==> config.mk <==
export PLATFORM = sky130hd
export DESIGN_NAME = mem_decode
export DESIGN_NICKNAME = d
export VERILOG_FILES = /design/src/verilog/mem_map_pkg.sv /design/src/verilog/mem_decode.sv
export SDC_FILE = /design/constraint.sdc
export NUM_CORES = 1
export LEC_CHECK = 0
export BUFFER_PORTS_ARGS = -buffer_cell sky130_fd_sc_hd__clkbuf_2
export CORE_AREA = 4 4 41 43
export CTS_CLUSTER_DIAMETER = 80
export DETAILED_ROUTE_END_ITERATION = 16
export DIE_AREA = 0 0 45 47
export SYNTH_ARGS = -nofsm -noshare
export SYNTH_HDL_FRONTEND = slang
export SYNTH_SLANG_ARGS = --single-unit
==> constraint.sdc <==
create_clock -name clk -period 1.04 [get_ports clk]
set_input_delay 0.052 -clock clk [delete_from_list [all_inputs] [get_ports clk]]
set_output_delay 0.052 -clock clk [all_outputs]
set_load 0.05 [all_outputs]
==> src/verilog/mem_map_pkg.sv <==
`default_nettype none

package mem_map_pkg;

    // core data bus width
    localparam int xlen = 32;

    // word address widths of the RAMs and the ROM
    localparam int imem_aw = 14;
    localparam int bios_aw = 12;

    // region is the upper address nibble
    typedef enum logic [3:0] {
        reg_dmem = 4'b0001,
        reg_imem = 4'b0010,
        // stores land in both RAMs, loads come from dmem
        reg_both = 4'b0011,
        reg_bios = 4'b0100,
        reg_io   = 4'b1000
    } region_t;

    // load read-back source
    typedef enum logic [1:0] {
        rsel_dmem,
        rsel_bios,
        rsel_io,
        rsel_none
    } rsel_t;

    // io offsets as word addresses, addr[6:2]
    // byte offsets 0x00, 0x04, 0x08, 0x10, 0x14, 0x18
    localparam logic [4:0] io_uart_ctrl = 5'h00;
    localparam logic [4:0] io_uart_rx   = 5'h01;
    localparam logic [4:0] io_uart_tx   = 5'h02;
    localparam logic [4:0] io_cycles    = 5'h04;
    localparam logic [4:0] io_retired   = 5'h05;
    localparam logic [4:0] io_cnt_clear = 5'h06;

endpackage

`default_nettype wire

==> src/verilog/mem_decode.sv <==
`timescale 1ns/1ps
`default_nettype none

module mem_decode (
    input  logic                 clk,
    input  logic                 rst,
    input  mem_map_pkg::region_t data_region,
    input  mem_map_pkg::region_t fetch_region,
    input  logic [3:0]           data_we,
    input  logic                 data_re,
    output logic [3:0]           imem_we,
    output logic [3:0]           dmem_we,
    output logic                 io_we,
    output logic                 io_re,
    output logic                 dmem_en,
    output mem_map_pkg::rsel_t   rsel
);
    import mem_map_pkg::*;

    logic  to_dmem;
    logic  to_imem;
    logic  to_io;
    logic  boot_mode;
    rsel_t rsel_next;

    // region hits for the store side
    assign to_dmem   = (data_region == reg_dmem) || (data_region == reg_both);
    assign to_imem   = (data_region == reg_imem) || (data_region == reg_both);
    assign to_io     = (data_region == reg_io);
    // imem is only writable while running from bios
    assign boot_mode = (fetch_region == reg_bios);

    assign dmem_we = to_dmem ? data_we : 4'b0000;
    assign imem_we = (to_imem && boot_mode) ? data_we : 4'b0000;
    assign io_we   = to_io && (|data_we);
    assign io_re   = to_io && data_re;
    // io accesses leave the data RAM idle
    assign dmem_en = !to_io;

    // where the next load comes back from
    always_comb begin
        case (data_region)
            reg_dmem, reg_both: rsel_next = rsel_dmem;
            reg_bios:           rsel_next = rsel_bios;
            reg_io:             rsel_next = rsel_io;
            // imem is write only from this side
            default:            rsel_next = rsel_none;
        endcase
    end

    // one cycle behind, like the memories
    always_ff @(posedge clk) begin
        if (rst) begin
            rsel <= rsel_none;
        end else begin
            rsel <= data_re ? rsel_next : rsel_none;
        end
    end

endmodule

`default_nettype wire

Word level (Yosys, flattened, before mapping)
Index checks and enable logic that the tools add are counted.
{ "totals": {"ff_bits": 2, "in_bits": 15, "out_inout_bits": 13, "word_cells": 20} }
{ "classes": {"eq_ne": 6, "n_mux": 3, "bitwise_logic": 1, "n_reduce_logical": 9} }
{ "ops": {"columns": ["op", "count"], "rows": [
  ["$eq A4 B2 Y1 const B", 2],
  ["$eq A4 B3 Y1 const B", 2],
  ["$mux W4", 2],
  ["$pmux W2 S3", 1],
  ["$eq A4 B1 Y1 const B", 1],
  ["$eq A4 B4 Y1 const B", 1],
  ["$reduce_or A2 Y1", 2],
  ["$reduce_or A4 Y1", 1],
  ["$logic_and A1 B1 Y1", 3],
  ["$logic_or A1 B1 Y1", 2],
  ["$logic_not A1 Y1", 1],
  ["$not A1 Y1", 1]
]} }

Depth between registers and ports, before layout
{ "depth": {"ltp_word": 4, "depth_mapped": 2, "mapped_depth_nobuf": 2} }

Worst setup path after synthesis
OpenSTA, ideal clock, no wires.
{ "synth_path": {"path_kind": "input to output", "startpoint": "input fetch_region[1]", "endpoint": "output imem_we[0]", "arrival_time_ps": 1697, "setup_slack_ps": -709, "stages": 2, "path_buffers": 0, "cell_sequence": "or4b_4 nor3_1"} }
{ "synth_between": {"elab_chain_len": 3} }
{ "synth_lines": {"columns": ["item", "line", "text"], "rows": [
  ["from (decl)", "mem_decode.sv:8", "input mem_map_pkg::region_t fetch_region,"],
  ["$eq A4 B3 Y1", "mem_decode.sv:31", "assign boot_mode = (fetch_region == reg_bios);"],
  ["$logic_and A1 B1 Y1", "mem_decode.sv:34", "assign imem_we = (to_imem && boot_mode) ? data_we : 4'b0000;"],
  ["$mux W4", "mem_decode.sv:34", null],
  ["to (decl)", "mem_decode.sv:11", "output logic [3:0] imem_we,"]
]} }
Every way passes these cells.

Final worst setup path
{ "layout_path": {"startpoint": "input data_region[0]", "endpoint": "output io_we"} }
{ "layout_between": {"elab_chain_len": 2} }
{ "layout_lines": {"columns": ["item", "line", "text"], "rows": [
  ["from (decl)", "mem_decode.sv:7", "input mem_map_pkg::region_t data_region,"],
  ["$eq A4 B4 Y1", "mem_decode.sv:29", "assign to_io = (data_region == reg_io);"],
  ["$logic_and A1 B1 Y1", "mem_decode.sv:35", "assign io_we = to_io && (|data_we);"],
  ["to (decl)", "mem_decode.sv:13", "output logic io_we,"]
]} }
Every way passes these cells.

==> flow_metrics.tcl <==
set metrics [dict create \
    status "finished, violations left" \
    failed_checks "negative setup slack" \
    syn_to_final_growth_pct 167.2 \
    final_cell_mix "clkbuf_2 (15), inv_1 (5), clkbuf_4 (5)" \
    antenna_cells 0 \
    rsz0062_at_grt "true" \
    leakagePower_nw 0.2964 \
    die_w_um 45 \
    fin_ws_ns -0.1068 \
    drt_iter0_markers 2 \
    hold_viol 0 \
    slew_headroom 0.8156 \
    die_area_um2 2115 \
    remaining_drc_errors 0 \
    drive_gt1_frac 0.6984 \
    critPathRequiredTime_ns 0.99 \
    grt_pass1_wl_um 1373 \
    ir_drop_mv 0.6979 \
    numCtsBuffers 3 \
    antenna_found_initial 0 \
    grt_pass1_vias 329 \
    via_count 349 \
    cts_tree "done" \
    tightest_slew_ns 0.2778 \
    initial_core_util 0.1673 \
    powerDensity_nw_per_um2 693.1 \
    core_um2 1301 \
    reg.largest.list "rsel x2" \
    grt_max_degree 9 \
    period_needed_ns 1.147 \
    ant_nets 0 \
    drv_cap 0 \
    grt.total_usage 0.09084 \
    postLayoutCellArea_um2 581.8 \
    clock_path_buffers 2 \
    clock-sinks 2 \
    crit_arrival_ns 1.09 \
    cp_top_family "simple AND/OR/NAND/NOR gates" \
    crit_path_cell_trace "buf_6, or4b_4, a41oi_4, buf_8" \
    viasPerCell 4.474 \
    hpwl_um 750.3 \
    synthDistinctLibCells 12 \
    fin_nets 80 \
    ys_ff_latch 2 \
    h-tree-depth 1 \
    postPlaceCellArea_um2 525.5 \
    clk_transition_reported_paths_ns 0.03 \
    crit_path_end_kind "output pin" \
    largest_reg_flops 2 \
    hold_class "in -> reg" \
    critPathMaxStageDelay_ns 0.57 \
    synth_fp_nets 44 \
    yosysSeqAreaShare 0.1839 \
    startpoint_type "primary input" \
    pin_count 28 \
    grt.overflow.total 0 \
    drt_pre_antenna_iters 2 \
    wire_per_inst_um 11.23 \
    synth_area_per_cell_um2 7.507 \
    fmax_mhz 872.0 \
    syn-cell-area_um2 217.7 \
    fp.dieH_um 47 \
    largest_register "rsel" \
    portBuffers 27 \
    num_rows 13 \
    slowest_stage "or4b_4" \
    ys_warn_count 0 \
    worstPathMaxFanout 3 \
    drt_wl_total_um 876 \
    ctsHoldBuffers 0 \
    final_core_util 0.4471 \
    critPathKind "in -> out" \
    cts-root-buf "clkbuf_4" \
    setup_violations 6 \
    finalCritPeriodShare 1.103 \
    place.gp.congestion 0.6992 \
    syn_inst 29 \
    final_common_cell "clkbuf_2" \
    drv_slew 0 \
    critPathBufInv 2 \
]
## synth_stat cells
master   n  area [µm²]
a41oi_2  1       16.27
o21ai_0  2       10.01
or4b_4   2       27.53
dfxtp_1  2       40.04
inv_1    5       18.77
nor3_1   4       20.02
nor2_1   2       7.510
nor3b_1  4       30.03
and3_1   3       18.77
or3b_2   1       8.760
and3_2   1       7.510
nor2b_1  2       12.51
## area by class of cell
class                           count  area [µm²]
Inverter                            5       18.77
Tap cell                           15       18.77
Multi-Input combinational cell     22       225.2
Fill cell                         137       719.4
Timing Repair Buffer               31       256.5
Sequential cell                     2       40.04
Clock buffer                        3       22.52
## stage by stage
step / setup slack (ns) / TNS (ns) / hold WS [ns] / cells / power (mW)
2_1_floorplan: -0.1701 / -0.8062 / 0.1576 / 29 / 0.1586
3_3_place_gp: -0.2123 / -0.8880 / 0.2761 / 75 / 0.2210
3_5_place_dp: -0.2214 / -0.9270 / 0.2795 / 75 / 0.2228
4_1_cts: -0.1371 / -0.5423 / 0.04793 / 78 / 0.4094
5_1_grt: -0.1439 / -0.6332 / 0.05196 / 78 / 0.4351
6_report: -0.1068 / -0.4604 / 0.05118 / 78 / 0.4033
## what timing repair did
item,4_1_cts,5_1_grt
resized for setup,6,8
pin swaps,6,0
buffers inserted,0,0
setup endpoints to repair,7,10
## metal layers
layer  track usage  part of all wire
met1        0.1045              0.37
met2        0.1441              0.51
met3       0.03448              0.12
met4       0.05263                 0
met5             0                 0
## cell families after synthesis
| family | count (synthesis) | share of synthesized area |
|---|---|---|
| AOI/OAI and AO/OA | 3 | 0.1207 |
| DFF | 2 | 0.1839 |
| and+or+nand+nor | 19 | 0.6093 |
| buffers and inverters | 5 | 0.08622 |
## worst min-delay path, stage by stage
cell      delay [ns]
clkbuf_2        0.09
nor3b_1         0.04
o21ai_0         0.05
## where the power goes
group / switching [mW] / internal [mW] / total [mW]
combinational: 0.0886 / 0.0622 / 0.151
clock: 0.0455 / 0.127 / 0.173
sequential: 0.000341 / 0.0791 / 0.0794
total: 0.134 / 0.269 / 0.403
## final timing paths
check,from,to,slack [ns],cells after the start
worst min-delay path,rst,rsel[0]$_SDFF_PP1_,0.05,3
worst max-delay path,data_region[0],io_we,-0.11,4
Note: power is estimated with default switching activity, not from simulation.
