--- src/verilog/mem_map_pkg.sv ---
`default_nettype none

package mem_map_pkg;

    // core data bus width
    localparam int xlen = 32;

    // word address widths of the RAMs and the ROM
    localparam int imem_aw = 14;
    localparam int bios_aw = 12;

    // region is the upper address nibble
    typedef enum logic [3:0] {
        reg_dmem = 4'b0001,
        reg_imem = 4'b0010,
        // stores land in both RAMs, loads come from dmem
        reg_both = 4'b0011,
        reg_bios = 4'b0100,
        reg_io   = 4'b1000
    } region_t;

    // load read-back source
    typedef enum logic [1:0] {
        rsel_dmem,
        rsel_bios,
        rsel_io,
        rsel_none
    } rsel_t;

    // io offsets as word addresses, addr[6:2]
    // byte offsets 0x00, 0x04, 0x08, 0x10, 0x14, 0x18
    localparam logic [4:0] io_uart_ctrl = 5'h00;
    localparam logic [4:0] io_uart_rx   = 5'h01;
    localparam logic [4:0] io_uart_tx   = 5'h02;
    localparam logic [4:0] io_cycles    = 5'h04;
    localparam logic [4:0] io_retired   = 5'h05;
    localparam logic [4:0] io_cnt_clear = 5'h06;

endpackage

`default_nettype wire

--- src/verilog/uart_link.sv ---
`timescale 1ns/1ps
`default_nettype none

module uart_link #(
    parameter int cpu_clock_freq = 50_000_000,
    parameter int baud_rate      = 115_200
) (
    input  logic       clk,
    input  logic       rst,
    input  logic [7:0] tx_data,
    input  logic       tx_valid,
    output logic       tx_ready,
    output logic [7:0] rx_data,
    output logic       rx_valid,
    input  logic       rx_ack,
    input  logic       serial_in,
    output logic       serial_out
);
    localparam int clks_per_bit = cpu_clock_freq / baud_rate;
    localparam int cnt_w = $clog2(clks_per_bit + 1);
    // last cycle of a bit, and of half a bit
    localparam logic [cnt_w-1:0] bit_last  = cnt_w'(clks_per_bit - 1);
    localparam logic [cnt_w-1:0] half_last = cnt_w'(clks_per_bit / 2 - 1);

    typedef enum logic [1:0] {tx_s_idle, tx_s_start, tx_s_data, tx_s_stop} tx_state_t;
    typedef enum logic [1:0] {rx_s_idle, rx_s_start, rx_s_data, rx_s_stop} rx_state_t;

    tx_state_t        tx_state;
    logic [cnt_w-1:0] tx_cnt;
    logic [2:0]       tx_bit;
    logic [7:0]       tx_buf;
    logic             tx_tick;

    rx_state_t        rx_state;
    logic [1:0]       rx_sync;
    logic             rx_line;
    logic [cnt_w-1:0] rx_cnt;
    logic [2:0]       rx_bit;
    logic [7:0]       rx_shift;
    logic             rx_done;

    // transmitter
    assign tx_ready = (tx_state == tx_s_idle);
    assign tx_tick  = (tx_cnt == bit_last);

    always_ff @(posedge clk) begin
        if (rst) begin
            tx_state <= tx_s_idle;
            tx_cnt   <= '0;
            tx_bit   <= '0;
        end else begin
            // baud divider restarts at each bit boundary
            if (tx_state == tx_s_idle || tx_tick) begin
                tx_cnt <= '0;
            end else begin
                tx_cnt <= tx_cnt + 1'b1;
            end
            case (tx_state)
                tx_s_idle: begin
                    tx_bit <= '0;
                    if (tx_valid) begin
                        tx_state <= tx_s_start;
                    end
                end
                tx_s_start: if (tx_tick) tx_state <= tx_s_data;
                tx_s_data: begin
                    if (tx_tick) begin
                        tx_bit <= tx_bit + 1'b1;
                        if (tx_bit == 3'd7) begin
                            tx_state <= tx_s_stop;
                        end
                    end
                end
                tx_s_stop: if (tx_tick) tx_state <= tx_s_idle;
                default: tx_state <= tx_s_idle;
            endcase
        end
    end

    // byte latched at accept
    always_ff @(posedge clk) begin
        if (tx_valid && tx_ready) begin
            tx_buf <= tx_data;
        end
    end

    // line idles high, lsb first
    always_comb begin
        case (tx_state)
            tx_s_start: serial_out = 1'b0;
            tx_s_data:  serial_out = tx_buf[tx_bit];
            default:    serial_out = 1'b1;
        endcase
    end

    // receiver, two flop synchroniser
    always_ff @(posedge clk) begin
        if (rst) begin
            rx_sync <= 2'b11;
        end else begin
            rx_sync <= {rx_sync[0], serial_in};
        end
    end
    assign rx_line = rx_sync[1];

    // stop bit middle, byte only kept on a good stop
    assign rx_done = (rx_state == rx_s_stop) && (rx_cnt == bit_last) && rx_line;

    always_ff @(posedge clk) begin
        if (rst) begin
            rx_state <= rx_s_idle;
            rx_cnt   <= '0;
            rx_bit   <= '0;
        end else begin
            case (rx_state)
                rx_s_idle: begin
                    rx_cnt <= '0;
                    rx_bit <= '0;
                    // falling edge starts a frame
                    if (!rx_line) begin
                        rx_state <= rx_s_start;
                    end
                end
                rx_s_start: begin
                    if (rx_cnt == half_last) begin
                        rx_cnt   <= '0;
                        // glitch check at start bit middle
                        rx_state <= rx_line ? rx_s_idle : rx_s_data;
                    end else begin
                        rx_cnt <= rx_cnt + 1'b1;
                    end
                end
                rx_s_data: begin
                    if (rx_cnt == bit_last) begin
                        rx_cnt <= '0;
                        rx_bit <= rx_bit + 1'b1;
                        if (rx_bit == 3'd7) begin
                            rx_state <= rx_s_stop;
                        end
                    end else begin
                        rx_cnt <= rx_cnt + 1'b1;
                    end
                end
                rx_s_stop: begin
                    if (rx_cnt == bit_last) begin
                        rx_cnt   <= '0;
                        rx_state <= rx_s_idle;
                    end else begin
                        rx_cnt <= rx_cnt + 1'b1;
                    end
                end
                default: rx_state <= rx_s_idle;
            endcase
        end
    end

    // shift in at mid-bit, lsb arrives first
    always_ff @(posedge clk) begin
        if (rx_state == rx_s_data && rx_cnt == bit_last) begin
            rx_shift <= {rx_line, rx_shift[7:1]};
        end
        if (rx_done) begin
            rx_data <= rx_shift;
        end
    end

    // new byte wins over ack, overwrites an unread one
    always_ff @(posedge clk) begin
        if (rst) begin
            rx_valid <= 1'b0;
        end else if (rx_done) begin
            rx_valid <= 1'b1;
        end else if (rx_ack) begin
            rx_valid <= 1'b0;
        end
    end

endmodule

`default_nettype wire

--- src/verilog/io_regs.sv ---
`timescale 1ns/1ps
`default_nettype none

module io_regs #(
    parameter int cpu_clock_freq = 50_000_000,
    parameter int baud_rate      = 115_200
) (
    input  logic                         clk,
    input  logic                         rst,
    input  logic                         we,
    input  logic                         re,
    input  logic [4:0]                   addr,
    input  logic [mem_map_pkg::xlen-1:0] wdata,
    output logic [mem_map_pkg::xlen-1:0] rdata,
    input  logic                         retire,
    input  logic                         serial_in,
    output logic                         serial_out
);
    import mem_map_pkg::*;

    logic [7:0]      tx_data;
    logic            tx_valid;
    logic            tx_ready;
    logic [7:0]      rx_data;
    logic            rx_valid;
    logic            rx_ack;
    logic            cnt_clear;
    logic [xlen-1:0] cycle_cnt;
    logic [xlen-1:0] retire_cnt;

    // store to the tx register launches a byte
    assign tx_valid  = we && (addr == io_uart_tx);
    assign tx_data   = wdata[7:0];
    // reading the rx register consumes the byte
    assign rx_ack    = re && (addr == io_uart_rx);
    assign cnt_clear = we && (addr == io_cnt_clear);

    // performance counters
    always_ff @(posedge clk) begin
        if (rst || cnt_clear) begin
            cycle_cnt  <= '0;
            retire_cnt <= '0;
        end else begin
            cycle_cnt <= cycle_cnt + 1'b1;
            if (retire) begin
                retire_cnt <= retire_cnt + 1'b1;
            end
        end
    end

    // registered read, same latency as the RAMs
    always_ff @(posedge clk) begin
        if (re) begin
            case (addr)
                io_uart_ctrl: rdata <= {{(xlen-2){1'b0}}, rx_valid, tx_ready};
                io_uart_rx:   rdata <= {{(xlen-8){1'b0}}, rx_data};
                io_cycles:    rdata <= cycle_cnt;
                io_retired:   rdata <= retire_cnt;
                default:      rdata <= '0;
            endcase
        end
    end

    uart_link #(
        .cpu_clock_freq(cpu_clock_freq),
        .baud_rate(baud_rate)
    ) uart_link_i (
        .clk(clk),
        .rst(rst),
        .tx_data(tx_data),
        .tx_valid(tx_valid),
        .tx_ready(tx_ready),
        .rx_data(rx_data),
        .rx_valid(rx_valid),
        .rx_ack(rx_ack),
        .serial_in(serial_in),
        .serial_out(serial_out)
    );

endmodule

`default_nettype wire

--- config.mk ---
export PLATFORM = sky130hd
export DESIGN_NAME = io_regs
export DESIGN_NICKNAME = d
export VERILOG_FILES = /design/src/verilog/mem_map_pkg.sv /design/src/verilog/uart_link.sv /design/src/verilog/io_regs.sv
export SDC_FILE = /design/constraint.sdc
export NUM_CORES = 1
export LEC_CHECK = 0
export BUFFER_PORTS_ARGS = -buffer_cell sky130_fd_sc_hd__buf_2
export CAP_MARGIN = 30
export CORE_UTILIZATION = 55
export CTS_BUF_LIST = sky130_fd_sc_hd__clkbuf_8
export DETAILED_ROUTE_END_ITERATION = 10
export GPL_TIMING_DRIVEN = 0
export PLACE_DENSITY = 0.85
export SYNTH_ARGS = -nofsm -noshare
export SYNTH_HDL_FRONTEND = slang
export SYNTH_HIERARCHICAL = 1
export SYNTH_SLANG_ARGS = --single-unit
--- constraint.sdc ---
create_clock -name clk -period 2.65 [get_ports clk]
set_input_delay 0.6625 -clock clk [delete_from_list [all_inputs] [get_ports clk]]
set_output_delay 0.6625 -clock clk [all_outputs]
set_load 0.02 [all_outputs]
# After elaboration in Yosys (flattened, before gate mapping)
# Index checks and enable logic that the tools add are counted.
[word_totals] mem_bits_ro=0 latchBits=0 n_memories=0 inputBits=43 mem_bits_rw=0 wordCells=94 regBits=151 output_inout_bits=33
[classes] n_bitwise=0 reduce_logical=21 order_cmp=1 n_div=0 n_mux=26 multipliers=0 n_eq_ne=26 add_sub_neg=6 n_shift=0
[op_table] op="case mux 32 bit (4 select lines)" n=1
[op_table] op="adder 32 x 1 -> 32 bit, second input constant" n=2
[op_table] op="case mux 9 bit (3 select lines)" n=1
[op_table] op="two-way mux 2 bit" n=11
[op_table] op="adder 9 x 1 -> 9 bit, second input constant" n=2
[op_table] op="== test 9 bit, second input constant" n=2
[op_table] op="two-way mux 9 bit" n=2
[op_table] op="inequality test 2 x 1 -> 1 bit, second input constant" n=8
[op_table] op="case mux 2 bit (4 select lines)" n=2
[op_table] op="== test 5 x 3 -> 1 bit, second input constant" n=3
[op_table] op="case mux 3 bit (2 select lines)" n=2
[op_table] op="AND reduction 5 bit" n=2
[op_table] op="== test 9 x 8 -> 1 bit, second input constant" n=1
[op_table] op="== test 2 bit, second input constant" n=4
[op_table] op="logical AND 1 bit" n=7
[op_table] op="adder 3 x 1 -> 3 bit, second input constant" n=2
[op_table] op="== test 3 bit, second input constant" n=2
[op_table] op="two-way mux 3 bit" n=2
[op_table] op="nonzero test 2 bit" n=3
[op_table] op="== test 5 x 1 -> 1 bit, second input constant" n=1
[op_table] op="== test 5 x 2 -> 1 bit, second input constant" n=1
[op_table] op="logical NOT 5 bit" n=1
[op_table] op="== test 2 x 1 -> 1 bit, second input constant" n=2
[op_table] op="logical NOT 2 bit" n=2
[op_table] op="8 further kinds" n=14

# Longest topological paths before layout
# Gate-level depths: netlist of the first run.
[logic_depth] depth_word=4 ltp_mapped=7 depth_no_buf=6

# Hierarchy
# Netlist of the first run, hierarchy kept.
[by_module_without_submodules] module="io_regs" cells_each=470 instances=1 area_each_um2=4578.1 seq_area_each_um2=2242.2
[by_module_without_submodules] module="uart_link" cells_each=200 instances=1 area_each_um2=2313.5 seq_area_each_um2=1341.3

# Worst setup path before layout of the first run
# No wires, ideal clock.
[synth_path] path_kind="input port to flip-flop" startpoint="input retire" endpoint="register retire_cnt[29]" arrival_time_ns=2.210 stages=6 t_required_ns=2.579 path_slack_ns=0.370 setup_time_ns=0.071 n_path_buf=2 path_cell_list="buf_2 nand4_2 or4_1 buf_2 or4_1 a21oi_1"
[synth_rtl] element="start: declaration" line_no="io_regs.sv:15" source="input logic retire,"
[synth_rtl] element="end signal: assignment" line_no="io_regs.sv:46" source="retire_cnt <= retire_cnt + 1'b1;"
[synth_rtl] element="end: declaration" line_no="io_regs.sv:29" source="logic [xlen-1:0] retire_cnt;"

# Worst setup path in the final report of the first run
[layout_path] startpoint="register uart_link_i.tx_bit[0]" endpoint="output serial_out"
[layout_via] elab_chain_cells=3
[layout_lines] element="start: declaration" line_no="uart_link.sv:30" source="logic [2:0] tx_bit;"
[layout_lines] element="start signal: assignment" line_no="uart_link.sv:68" source="tx_bit <= tx_bit + 1'b1;"
[layout_lines] element="binary-select mux 1 bit (select 3 bit)" line_no="uart_link.sv:91" source="tx_s_data: serial_out = tx_buf[tx_bit];"
[layout_lines] element="two-way mux 1 bit (not written as such)" line_no="uart_link.sv:91"
[layout_lines] element="case mux 1 bit (2 select lines)" line_no="uart_link.sv:89" source="case (tx_state)"
[layout_lines] element="end: declaration" line_no="io_regs.sv:17" source="output logic serial_out"
# No other way between the ends. The select of a mux whose other input is x is not followed.

==> run_results.csv, run 1 <==
group,metric,value,unit
critical_path,r2r-end,"retire_cnt[26]",
layout,nFillCells,985,
die,die_w,114,µm
die,start_util,56.9,%
critical_path,end_kind,"output pin",
worst_hold_path,hold_depth,1,
die,core-area,12100,µm²
worst_hold_path,hold_start,"wdata[4]",
route,antenna_left,0,
sta,worst_pin_slew,0.997,ns
sta,relSlewSlack,33.2,%
logic_synthesis,syn_inst,670,
logic_synthesis,yosysSeqAreaShare,52.0,%
layout,area_delta_synth_final,13.0,%
global_routing,grt_pass1_vias,5401,
clock_tree,cts_tree,"built",
die,num_io_pins,76,
critical_path,r2r_slack,0.26,ns
global_routing,grt_max_degree,34,
clock_tree,h-tree-depth,4,
outcome,status,"finished, final reports clean",
die,rows,40,
global_routing,grt.overflow.total,0,
layout,most-common-layout-cells,"dfxtp_1 (94), nor2_1 (77), edfxtp_1 (56)",
route,dr.first_iter.drc_count,446,
route,drc,0,
layout,finalNonFillerCells,920,
die,die_y,114,µm
sta,final_hold_viol_count,0,
route,wl,15800,µm
clock_tree,cts_buffer_depth,2,
layout,post-route-util,64.3,%
route,viasPerCell,6.01,
critical_path,critical_path_class,"flop to output pin",
power,power.total,4.66,mW
logic_synthesis,syn_area,6890,µm²
critical_path,path_max_fanout,5,
logic_synthesis,synth.largest_area_cell,"dfxtp_1",
sta,fin_crit_sh,91.8,%
sta,final-setup-viol-count,0,
clock_tree,cts_setup_buffers,0,
power,p_per_area,599,nW/µm²
layout,drive_gt1_share,13.6,%
global_routing,track_usage,25.7,%
power,peakVddDrop,0.000626,V
route,dr.pass1.iters,5,
placed_design,place_ws,-0.156,ns
sta,max_freq,0.411,GHz
placed_design,dp_cells,887,
placed_design,port_buffers,49,
critical_path,crit_arrival,1.77,ns
logic_synthesis,ys_top_cells_by_area,"dfxtp_1 (28%), edfxtp_1 (24%), mux2i_1 (5.7%), nor2_1 (4.2%), or4_1 (3.5%)",
placed_design,dpl.hpwl,11500,µm
critical_path,required,1.99,ns
logic_synthesis,synth.top_cell.area_share,27.6,%
logic_synthesis,avgSynthCellArea,10.3,µm²
route,wire_per_inst,17.2,µm
logic_synthesis,synth_nets,729,
sta,layout_min_cycle_time,2.43,ns
power,power.leakage,2.69,nW
layout,mostFrequentLayoutCell,"dfxtp_1",
critical_path,r2r-start,"retire_cnt[0]",
logic_synthesis,yosys_warnings,6,
critical_path,critPathLaunchType,"flop",
logic_synthesis,synth_ff_type,"dfxtp_1",
logic_synthesis,yosys.cell_types.count,52,
clock_tree,insertion_delay,0.46,ns
critical_path,rr_worst_depth,5,
clock_tree,cts.sinks,151,
logic_synthesis,async_reset_ff_share,0,%
worst_hold_path,holdCritPathClass,"input port to flop",
sta,slew_viol_final,0,
clock_tree,cts_made_buffers,17,
layout,antenna_cells,0,
logic_synthesis,synth_edf_count,56,
placed_design,routabilityCongestion,0.876,
route,vias,5528,
clock_tree,cts_root_buf,"clkbuf_8",
sta,rsz0062_at_grt,"no",
clock_tree,path_clk_slew,0.08,ns
global_routing,grt_pass1_wl,25900,µm
sta,finClkSkew,0.0120,ns
worst_hold_path,worstHoldEndpoint,"uart_link_i/tx_buf[4]",
sta,setup_tns,0,ns
sta,setup_ws,0.219,ns
die,die_area,13000,µm²
layout,nNetsFinal,798,
global_routing,antenna_found_initial,0,
flow_run,drv_cap,0,
logic_synthesis,synth_seq_cells,151,
-- kinds of logic (layout without fill, tap and decap cells) --
kind of cell / count (synthesis) / count (layout) / share of synthesized area [%]
buf+inv: 47 / 129 / 2.76
compound gates: 110 / 110 / 9.99
xor+xnor: 34 / 34 / 4.32
mux: 42 / 42 / 6.48
fa+ha+maj: 16 / 16 / 2.90
flops: 151 / 151 / 52.0
simple gates: 270 / 270 / 21.6
-- power by group --
group / total (mW) / switching (mW) / internal [mW]
combinational: 0.285 / 0.190 / 0.0946
sequential: 2.46 / 0.0261 / 2.43
clock: 1.92 / 0.889 / 1.03
total: 4.66 / 1.11 / 3.56
-- cells in the mapped netlist (all sizes together), types with 3 or more instances --
master and n:
or3 8, nor2 77, xnor2 18, edfxtp 56, a22oi 6, o22ai 3, nand2 38, o31ai 27
and4bb 3, or2 4, nand4 20, o21ai 16, buf 10, ha 16, a21oi 45, dfxtp 95
nor4 7, nand2b 6, and4b 3, and2 8, xor2 16, or4 32, nor3 6, and3 10
nand3 32, clkbuf 20, inv 17, and4 11, mux2i 39
-- state kept, by name (all words and copies together) (netlist names), 3 cells and up, named ones only --
signal                flops
uart_link_i/tx_bit        3
uart_link_i/tx_cnt        9
rdata                    32
uart_link_i/rx_cnt        9
uart_link_i/tx_buf        8
uart_link_i/rx_data       8
cycle_cnt                32
uart_link_i/rx_bit        3
uart_link_i/rx_shift      8
retire_cnt               32
-- per-stage QoR --
stage	cell area, µm²	hold WS, ns
5_1_grt	7790	0.355
3_5_place_dp	7350	0.398
3_3_place_gp	7350	0.399
2_1_floorplan	6890	0.389
6_report	7790	0.379
4_1_cts	7780	0.356
-- metal layers --
layer | up-vias | global-route usage [%] | part of all wire, %
met5 | - | 0 | 0
met1 | 2630 | 30.4 | 40
met3 | 34 | 5.53 | 5.6
met2 | 226 | 45.3 | 52
met4 | 0 | 10.9 | 2.0
li1 | 2638 | - | -
-- worst max path at each step --
stage                          start        endpoint  slack, ns
2_1_floorplan                 retire  retire_cnt[29]       0.37
3_3_place_gp                 addr[0]    cycle_cnt[5]      -0.06
3_5_place_dp                 addr[0]    cycle_cnt[3]      -0.16
4_1_cts        uart_link_i/tx_bit[0]      serial_out       0.10
5_1_grt        uart_link_i/tx_bit[0]      serial_out       0.11
6_report       uart_link_i/tx_bit[0]      serial_out       0.22
-- worst max-delay path, stage by stage, from the launching register on --
cell	delay, ns
dfxtp_2	0.39
mux4_2	0.52
mux2i_1	0.14
mux2i_1	0.09
buf_2	0.17
-- final cells by class --
type                       count  area (µm²)  share of cell area (%)
sequential                   151        3580                    46.0
multi-input combinational    472        3120                    40.0
timing repair buffer          50         250                    3.21
clock buffer                  17         234                    3.00
tap                          168         210                    2.70
clock inverter                15         203                    2.60
buffer                        30         126                    1.62
inverter                      17        63.8                   0.819
-- repair_timing --
item,in CTS,in global routing
hold buffers,0,0
gates resized for setup,0,1
hold endpoints to repair,0,0
endpoints found under the setup margin,0,1
(Power assumes the default switching activity.)
==> run 2, diff against run 1 <==
SLEW_MARGIN = 15   (was unset)
SYNTH_HIERARCHICAL = unset   (was 1)
==> run 2 against run 1 <==
The run now ends with DRC left; maximum frequency fell by 2.9%; die area fell by 3.7%; first-iteration DRC count fell by 13%; global-route usage fell by 2.0 points; clock-buffer cell count did not move; largest cell class unchanged; largest power group unchanged.
==> run_results.csv, run 2 <==
group,metric,value,unit
logic_synthesis,syn_inst,637,
die,die_area,12500,µm²
clock_tree,path_clk_slew,0.08,ns
layout,antenna_cells,0,
clock_tree,cts_setup_buffers,0,
clock_tree,cts-hold-fix-buffers,0,
die,core-area,11600,µm²
clock_tree,cts_tree,"built",
logic_synthesis,synth_seq_cells,151,
logic_synthesis,ys_top_cells_by_area,"dfxtp_1 (29%), edfxtp_1 (25%), a22o_1 (3.2%), or4_1 (3.1%), xnor2_1 (3.0%)",
global_routing,grt.overflow.total,0,
route,dr_wl_met3,768,µm
clock_tree,h-tree-depth,4,
sta,relSlewSlack,48.9,%
global_routing,antenna_found_initial,0,
worst_hold_path,hold_depth,1,
worst_hold_path,worstHoldEndpoint,"uart_link_i.tx_buf[4]",
critical_path,critPathLaunchType,"flop",
logic_synthesis,synth_top_family_by_area,"simple AND/OR/NAND/NOR gates",
route,dr.pass1.iters,8,
outcome,violations,"DRC",
logic_synthesis,synth_fa_ha_area_share,2.83,%
placed_design,dp_cells,830,
route,wl_met1,5740,µm
clock_tree,cts_made_buffers,17,
route,dr.first_iter.drc_count,387,
clock_tree,cts.sinks,151,
logic_synthesis,yosysMostFrequentCell,"dfxtp_1",
global_routing,grt_max_degree,34,
logic_synthesis,synth-simple-area-share,19.5,%
global_routing,grt_pass1_vias,5140,
sta,final-setup-viol-count,0,
logic_synthesis,synthXorXnorAreaFrac,4.76,%
clock_tree,postCtsResizedCells,0,
critical_path,path_max_fanout,5,
logic_synthesis,synth_edf_count,56,
critical_path,end_kind,"output pin",
critical_path,critical_path_class,"flop to output pin",
worst_hold_path,hold_start,"wdata[4]",
route,antenna_left,0,
die,die_w,112,µm
layout,multi_input_area,2820,µm²
clock_tree,cts_root_buf,"clkbuf_8",
route,wire_per_inst,16.2,µm
logic_synthesis,synth_nets,695,
logic_synthesis,synth.largest_area_cell,"dfxtp_1",
flow_run,drv_cap,0,
logic_synthesis,yosys.cell_types.count,50,
die,num_io_pins,76,
critical_path,rr_worst_depth,6,
layout,reg.largest.list,"cycle_cnt: 32 flops, rdata: 32 flops, retire_cnt: 32 flops",
global_routing,grt_pass1_wl,23600,µm
critical_path,r2r-start,"cycle_cnt[0]",
logic_synthesis,yosysSeqAreaShare,54.1,%
critical_path,r2r-end,"cycle_cnt[30]",
sta,max_freq,0.399,GHz
layout,finalNonFillerCells,862,
sta,layout_min_cycle_time,2.51,ns
critical_path,crit_arrival,1.84,ns
die,rows,39,
logic_synthesis,synthMuxAreaShare,2.49,%
route,drc,6,
layout,mostFrequentLayoutCell,"dfxtp_1",
logic_synthesis,avgSynthCellArea,10.4,µm²
layout,seqCellArea,3580,µm²
route,vias,5230,
layout,drive_gt1_share,13.1,%
layout,post-route-util,65.1,%
layout,most-common-layout-cells,"dfxtp_1 (95), edfxtp_1 (56), buf_2 (53)",
route,viasPerCell,6.07,
clock_tree,insertion_delay,0.45,ns
route,highest_layer,"met4",
logic_synthesis,async_reset_ff_share,0,%
layout,nFillCells,875,
die,start_util,57.3,%
placed_design,dpl.hpwl,9980,µm
die,die_y,112,µm
route,wl_met2,7130,µm
sta,rsz0062_at_grt,"no",
route,wl,14000,µm
power,p_per_area,639,nW/µm²
critical_path,r2r_slack,0.19,ns
placed_design,port_buffers,50,
sta,slew_viol_final,0,
sta,final_hold_viol_count,0,
global_routing,track_usage,23.7,%
logic_synthesis,syn_area,6630,µm²
power,peakVddDrop,0.000404,V
sta,finClkSkew,0.0131,ns
power,power.leakage,2.59,nW
placed_design,routabilityCongestion,0.824,
clock_tree,cts_buffer_depth,2,
logic_synthesis,synth.top_cell.area_share,28.7,%
layout,area_delta_synth_final,13.6,%
layout,nNetsFinal,764,
sta,fin_crit_sh,94.5,%
logic_synthesis,yosys_warnings,0,
logic_synthesis,synth_ff_type,"dfxtp_1",
logic_synthesis,synth_commonest_cells,"dfxtp_1 (95), edfxtp_1 (56), nor2_1 (51)",
critical_path,required,1.99,ns
outcome,status,"finished, violations left",
sta,worst_pin_slew,0.767,ns
sta,setup_tns,0,ns
logic_synthesis,synth-compound-area-share,12.9,%
worst_hold_path,holdCritPathClass,"input port to flop",
[run 2: changes by cell type after synthesis, moves of 5 or more]
cell,previous run,this run
inv_1,17,28
nor3_1,6,13
xnor2_1,18,23
or3_1,8,14
a222oi_1,0,6
a22o_1,0,24
mux2i_1,39,12
o31ai_1,27,21
a21oi_1,44,39
or4_1,32,27
nor2_1,77,51
[run 2: layout make-up]
| type | count | area share, % |
|---|---|---|
| well taps | 143 | 2.38 |
| clock inverters | 15 | 3.13 |
| clock buffers | 17 | 3.11 |
| repair buffers | 50 | 3.32 |
| flip-flops and latches | 151 | 47.6 |
| multi-input cells | 428 | 37.4 |
| plain buffers | 30 | 1.65 |
| inverters | 28 | 1.40 |
[run 2: through the flow]
step                total power, mW  hold WS [ns]  area, µm²  setup slack, ns
floorplan                      2.71         0.389       6630            0.378
global placement               2.80         0.393       7060          -0.0391
detailed placement             2.82         0.396       7060           -0.107
CTS                            4.84         0.363       7530            0.104
global route                   4.96         0.366       7530           0.0352
finish                         4.81         0.383       7530            0.145
[run 2: worst max path at each step]
stage | depth (start not counted) | slack (ns) | end | startpoint
global route | 5 | 0.04 | serial_out | uart_link_i.tx_state[0]
CTS | 4 | 0.10 | serial_out | uart_link_i.tx_bit[0]
finish | 4 | 0.14 | serial_out | uart_link_i.tx_bit[0]
detailed placement | 6 | -0.11 | cycle_cnt[16] | addr[3]
floorplan | 6 | 0.38 | retire_cnt[22] | retire
global placement | 6 | -0.04 | retire_cnt[0] | addr[3]
[run 2: cell families (layout without fill, tap and decap cells)]
group / after synthesis / in the layout
AOI/OAI and AO/OA: 126 / 126
xor gates and xnor gates: 36 / 36
adders and majority gates: 15 / 15
buffers and inverters: 58 / 140
DFF: 151 / 151
muxes: 14 / 14
and+or+nand+nor: 237 / 237
[run 2: layer usage]
metal / vias up / track usage (%)
met1: 2505 / 28.8
met2: 178 / 40.4
met5: - / 0
li1: 2521 / -
met3: 26 / 4.79
met4: 0 / 11.4
[run 2: report_power, final]
group / switching, mW / leakage [nW] / internal [mW]
combinational: 0.195 / 1.04 / 0.0980
sequential: 0.0324 / 1.31 / 2.44
clock: 0.842 / 0.234 / 1.20
[run 2: worst max-delay path, stage by stage, from the launching register on]
cell,delay (ns)
dfxtp_1,0.44
mux4_2,0.53
mux2i_1,0.13
mux2i_1,0.10
buf_2,0.18
==> run 3, diff against run 2 <==
CORE_ASPECT_RATIO = 1.4   (was unset)
CORE_UTILIZATION = 50   (was 55)
PLACE_DENSITY = 0.79   (was 0.85)
==> run 3 against run 2 <==
The run now ends clean; hold slack improved by 0.0086 ns; combinational power barely moved; clock-buffer cell count did not move; worst setup slack got worse by 0.062 ns; via count rose by 0.71%; die area rose by 9.9%; cell count rose by 1.2%; largest power group unchanged.
==> run_results.csv, run 3 (synthesis gave the netlist of run 2 again) <==
group,metric,value,unit
die,core-area,12900,µm²
clock_tree,path_clk_slew,0.08,ns
placed_design,routabilityCongestion,0.872,
route,wire_per_inst,16.4,µm
sta,max_freq,0.390,GHz
layout,drive_gt1_share,12.9,%
sta,slew_viol_final,0,
global_routing,grt_pass1_wl,23700,µm
sta,worst_pin_slew,0.782,ns
critical_path,end_kind,"flop",
flow_run,drv_cap,0,
route,vias,5267,
clock_tree,insertion_delay,0.44,ns
clock_tree,h-tree-depth,4,
outcome,status,"finished, final reports clean",
clock_tree,cts_tree,"built",
clock_tree,cts_root_buf,"clkbuf_8",
critical_path,required,3.02,ns
route,wl,14300,µm
sta,rsz0062_at_grt,"no",
clock_tree,postCtsResizedCells,0,
clock_tree,cts_setup_buffers,0,
sta,layout_min_cycle_time,2.57,ns
sta,final_hold_viol_count,0,
die,die_y,138,µm
sta,setup_ws,0.0830,ns
worst_hold_path,holdCritPathClass,"input port to flop",
sta,finClkSkew,0.0113,ns
die,die_w,99.3,µm
clock_tree,cts.sinks,151,
critical_path,crit_family,"simple AND/OR/NAND/NOR gates",
global_routing,track_usage,21.7,%
layout,finalNonFillerCells,872,
power,power.total,4.71,mW
global_routing,antenna_found_initial,0,
route,dr.first_iter.drc_count,359,
critical_path,path_max_fanout,10,
sta,final-setup-viol-count,0,
sta,relSlewSlack,47.9,%
critical_path,max_stage_delay,0.60,ns
power,peakVddDrop,0.000382,V
critical_path,critPathLaunchType,"flop",
die,num_io_pins,76,
layout,area_delta_synth_final,13.4,%
layout,finalInstanceArea,7520,µm²
power,power.leakage,2.58,nW
critical_path,cp_slowest_cell,"or4_1",
route,antenna_left,0,
global_routing,grt.overflow.total,0,
placed_design,place_area,7070,µm²
route,drc,0,
route,viasPerCell,6.04,
clock_tree,cts_buffer_depth,2,
placed_design,dp_cells,840,
critical_path,crit_buf_inv,1,
critical_path,crit_arrival,2.93,ns
global_routing,grt_pass1_vias,5139,
critical_path,path_common_cell,"or4_1",
sta,fin_crit_sh,96.9,%
critical_path,critical_path_class,"flop to flop",
sta,hold_ws,0.392,ns
layout,reg.largest.list,"cycle_cnt: 32 flops, rdata: 32 flops, retire_cnt: 32 flops",
die,rows,49,
placed_design,port_buffers,50,
placed_design,place_ws,-0.0867,ns
die,die_area,13700,µm²
sta,setup_tns,0,ns
clock_tree,cts-hold-fix-buffers,0,
route,dr.pass1.iters,5,
layout,post-route-util,58.4,%
die,start_util,51.5,%
layout,most-common-layout-cells,"dfxtp_1 (95), edfxtp_1 (56), buf_2 (53)",
placed_design,dpl.hpwl,10300,µm
global_routing,grt_max_degree,34,
layout,antenna_cells,0,
clock_tree,cts_made_buffers,17,
layout,nNetsFinal,764,
power,p_per_area,627,nW/µm²
layout,mostFrequentLayoutCell,"dfxtp_1",
critical_path,crit_chain,"ha_1 -> nand2_1 -> or4_1 -> buf_2 -> or4_1 -> a21oi_1",
## run 3: cell types whose count changed in the layout (fill, tap and decap cells not counted), sizes merged
| cell | previous run | this run |
|---|---|---|
| bufinv | 6 | 5 |
| clkinv | 6 | 5 |
| inv | 29 | 31 |
## run 3: path summary, 6_finish.rpt
| path | start | endpoint | slack (ns) | cells past startpoint |
|---|---|---|---|---|
| max | cycle_cnt[0] | cycle_cnt[30] | 0.08 | 6 |
| min | wdata[5] | uart_link_i.tx_buf[5] | 0.39 | 1 |
| max reg2reg | cycle_cnt[0] | cycle_cnt[30] | 0.08 | 6 |
| min reg2reg | uart_link_i.rx_sync[0] | uart_link_i.rx_sync[1] | 0.42 | 1 |
## run 3: power by group
group / internal, mW / total, mW / switching (mW)
combinational: 0.0974 / 0.291 / 0.193
clock: 1.11 / 1.95 / 0.842
sequential: 2.44 / 2.47 / 0.0341
## run 3: cell type report
class	instances	area [µm²]
plain buffers	30	124
clock buffers	17	234
clock inverters	15	213
fillers	1084	5360
inverters	28	105
multi-input cells	428	2820
flip-flops and latches	151	3580
well taps	153	191
repair buffers	50	250
## run 3: worst reg2reg max path, delay by kind of cell (launching register included)
kind / cells / cell delay, ns
and+or+nand+nor: 3 / 1.28
DFF: 1 / 0.48
adders and majority gates: 1 / 0.33
buffers and inverters: 1 / 0.26
AOI/OAI and AO/OA: 1 / 0.15
## run 3: layer usage
layer | part of all wire [%] | track usage [%] | up-vias
met2 | 53 | 38.8 | 209
li1 | - | - | 2514
met4 | 3.2 | 10.9 | 0
met1 | 39 | 24.0 | 2511
met3 | 5.5 | 4.40 | 33
met5 | 0 | 0 | -
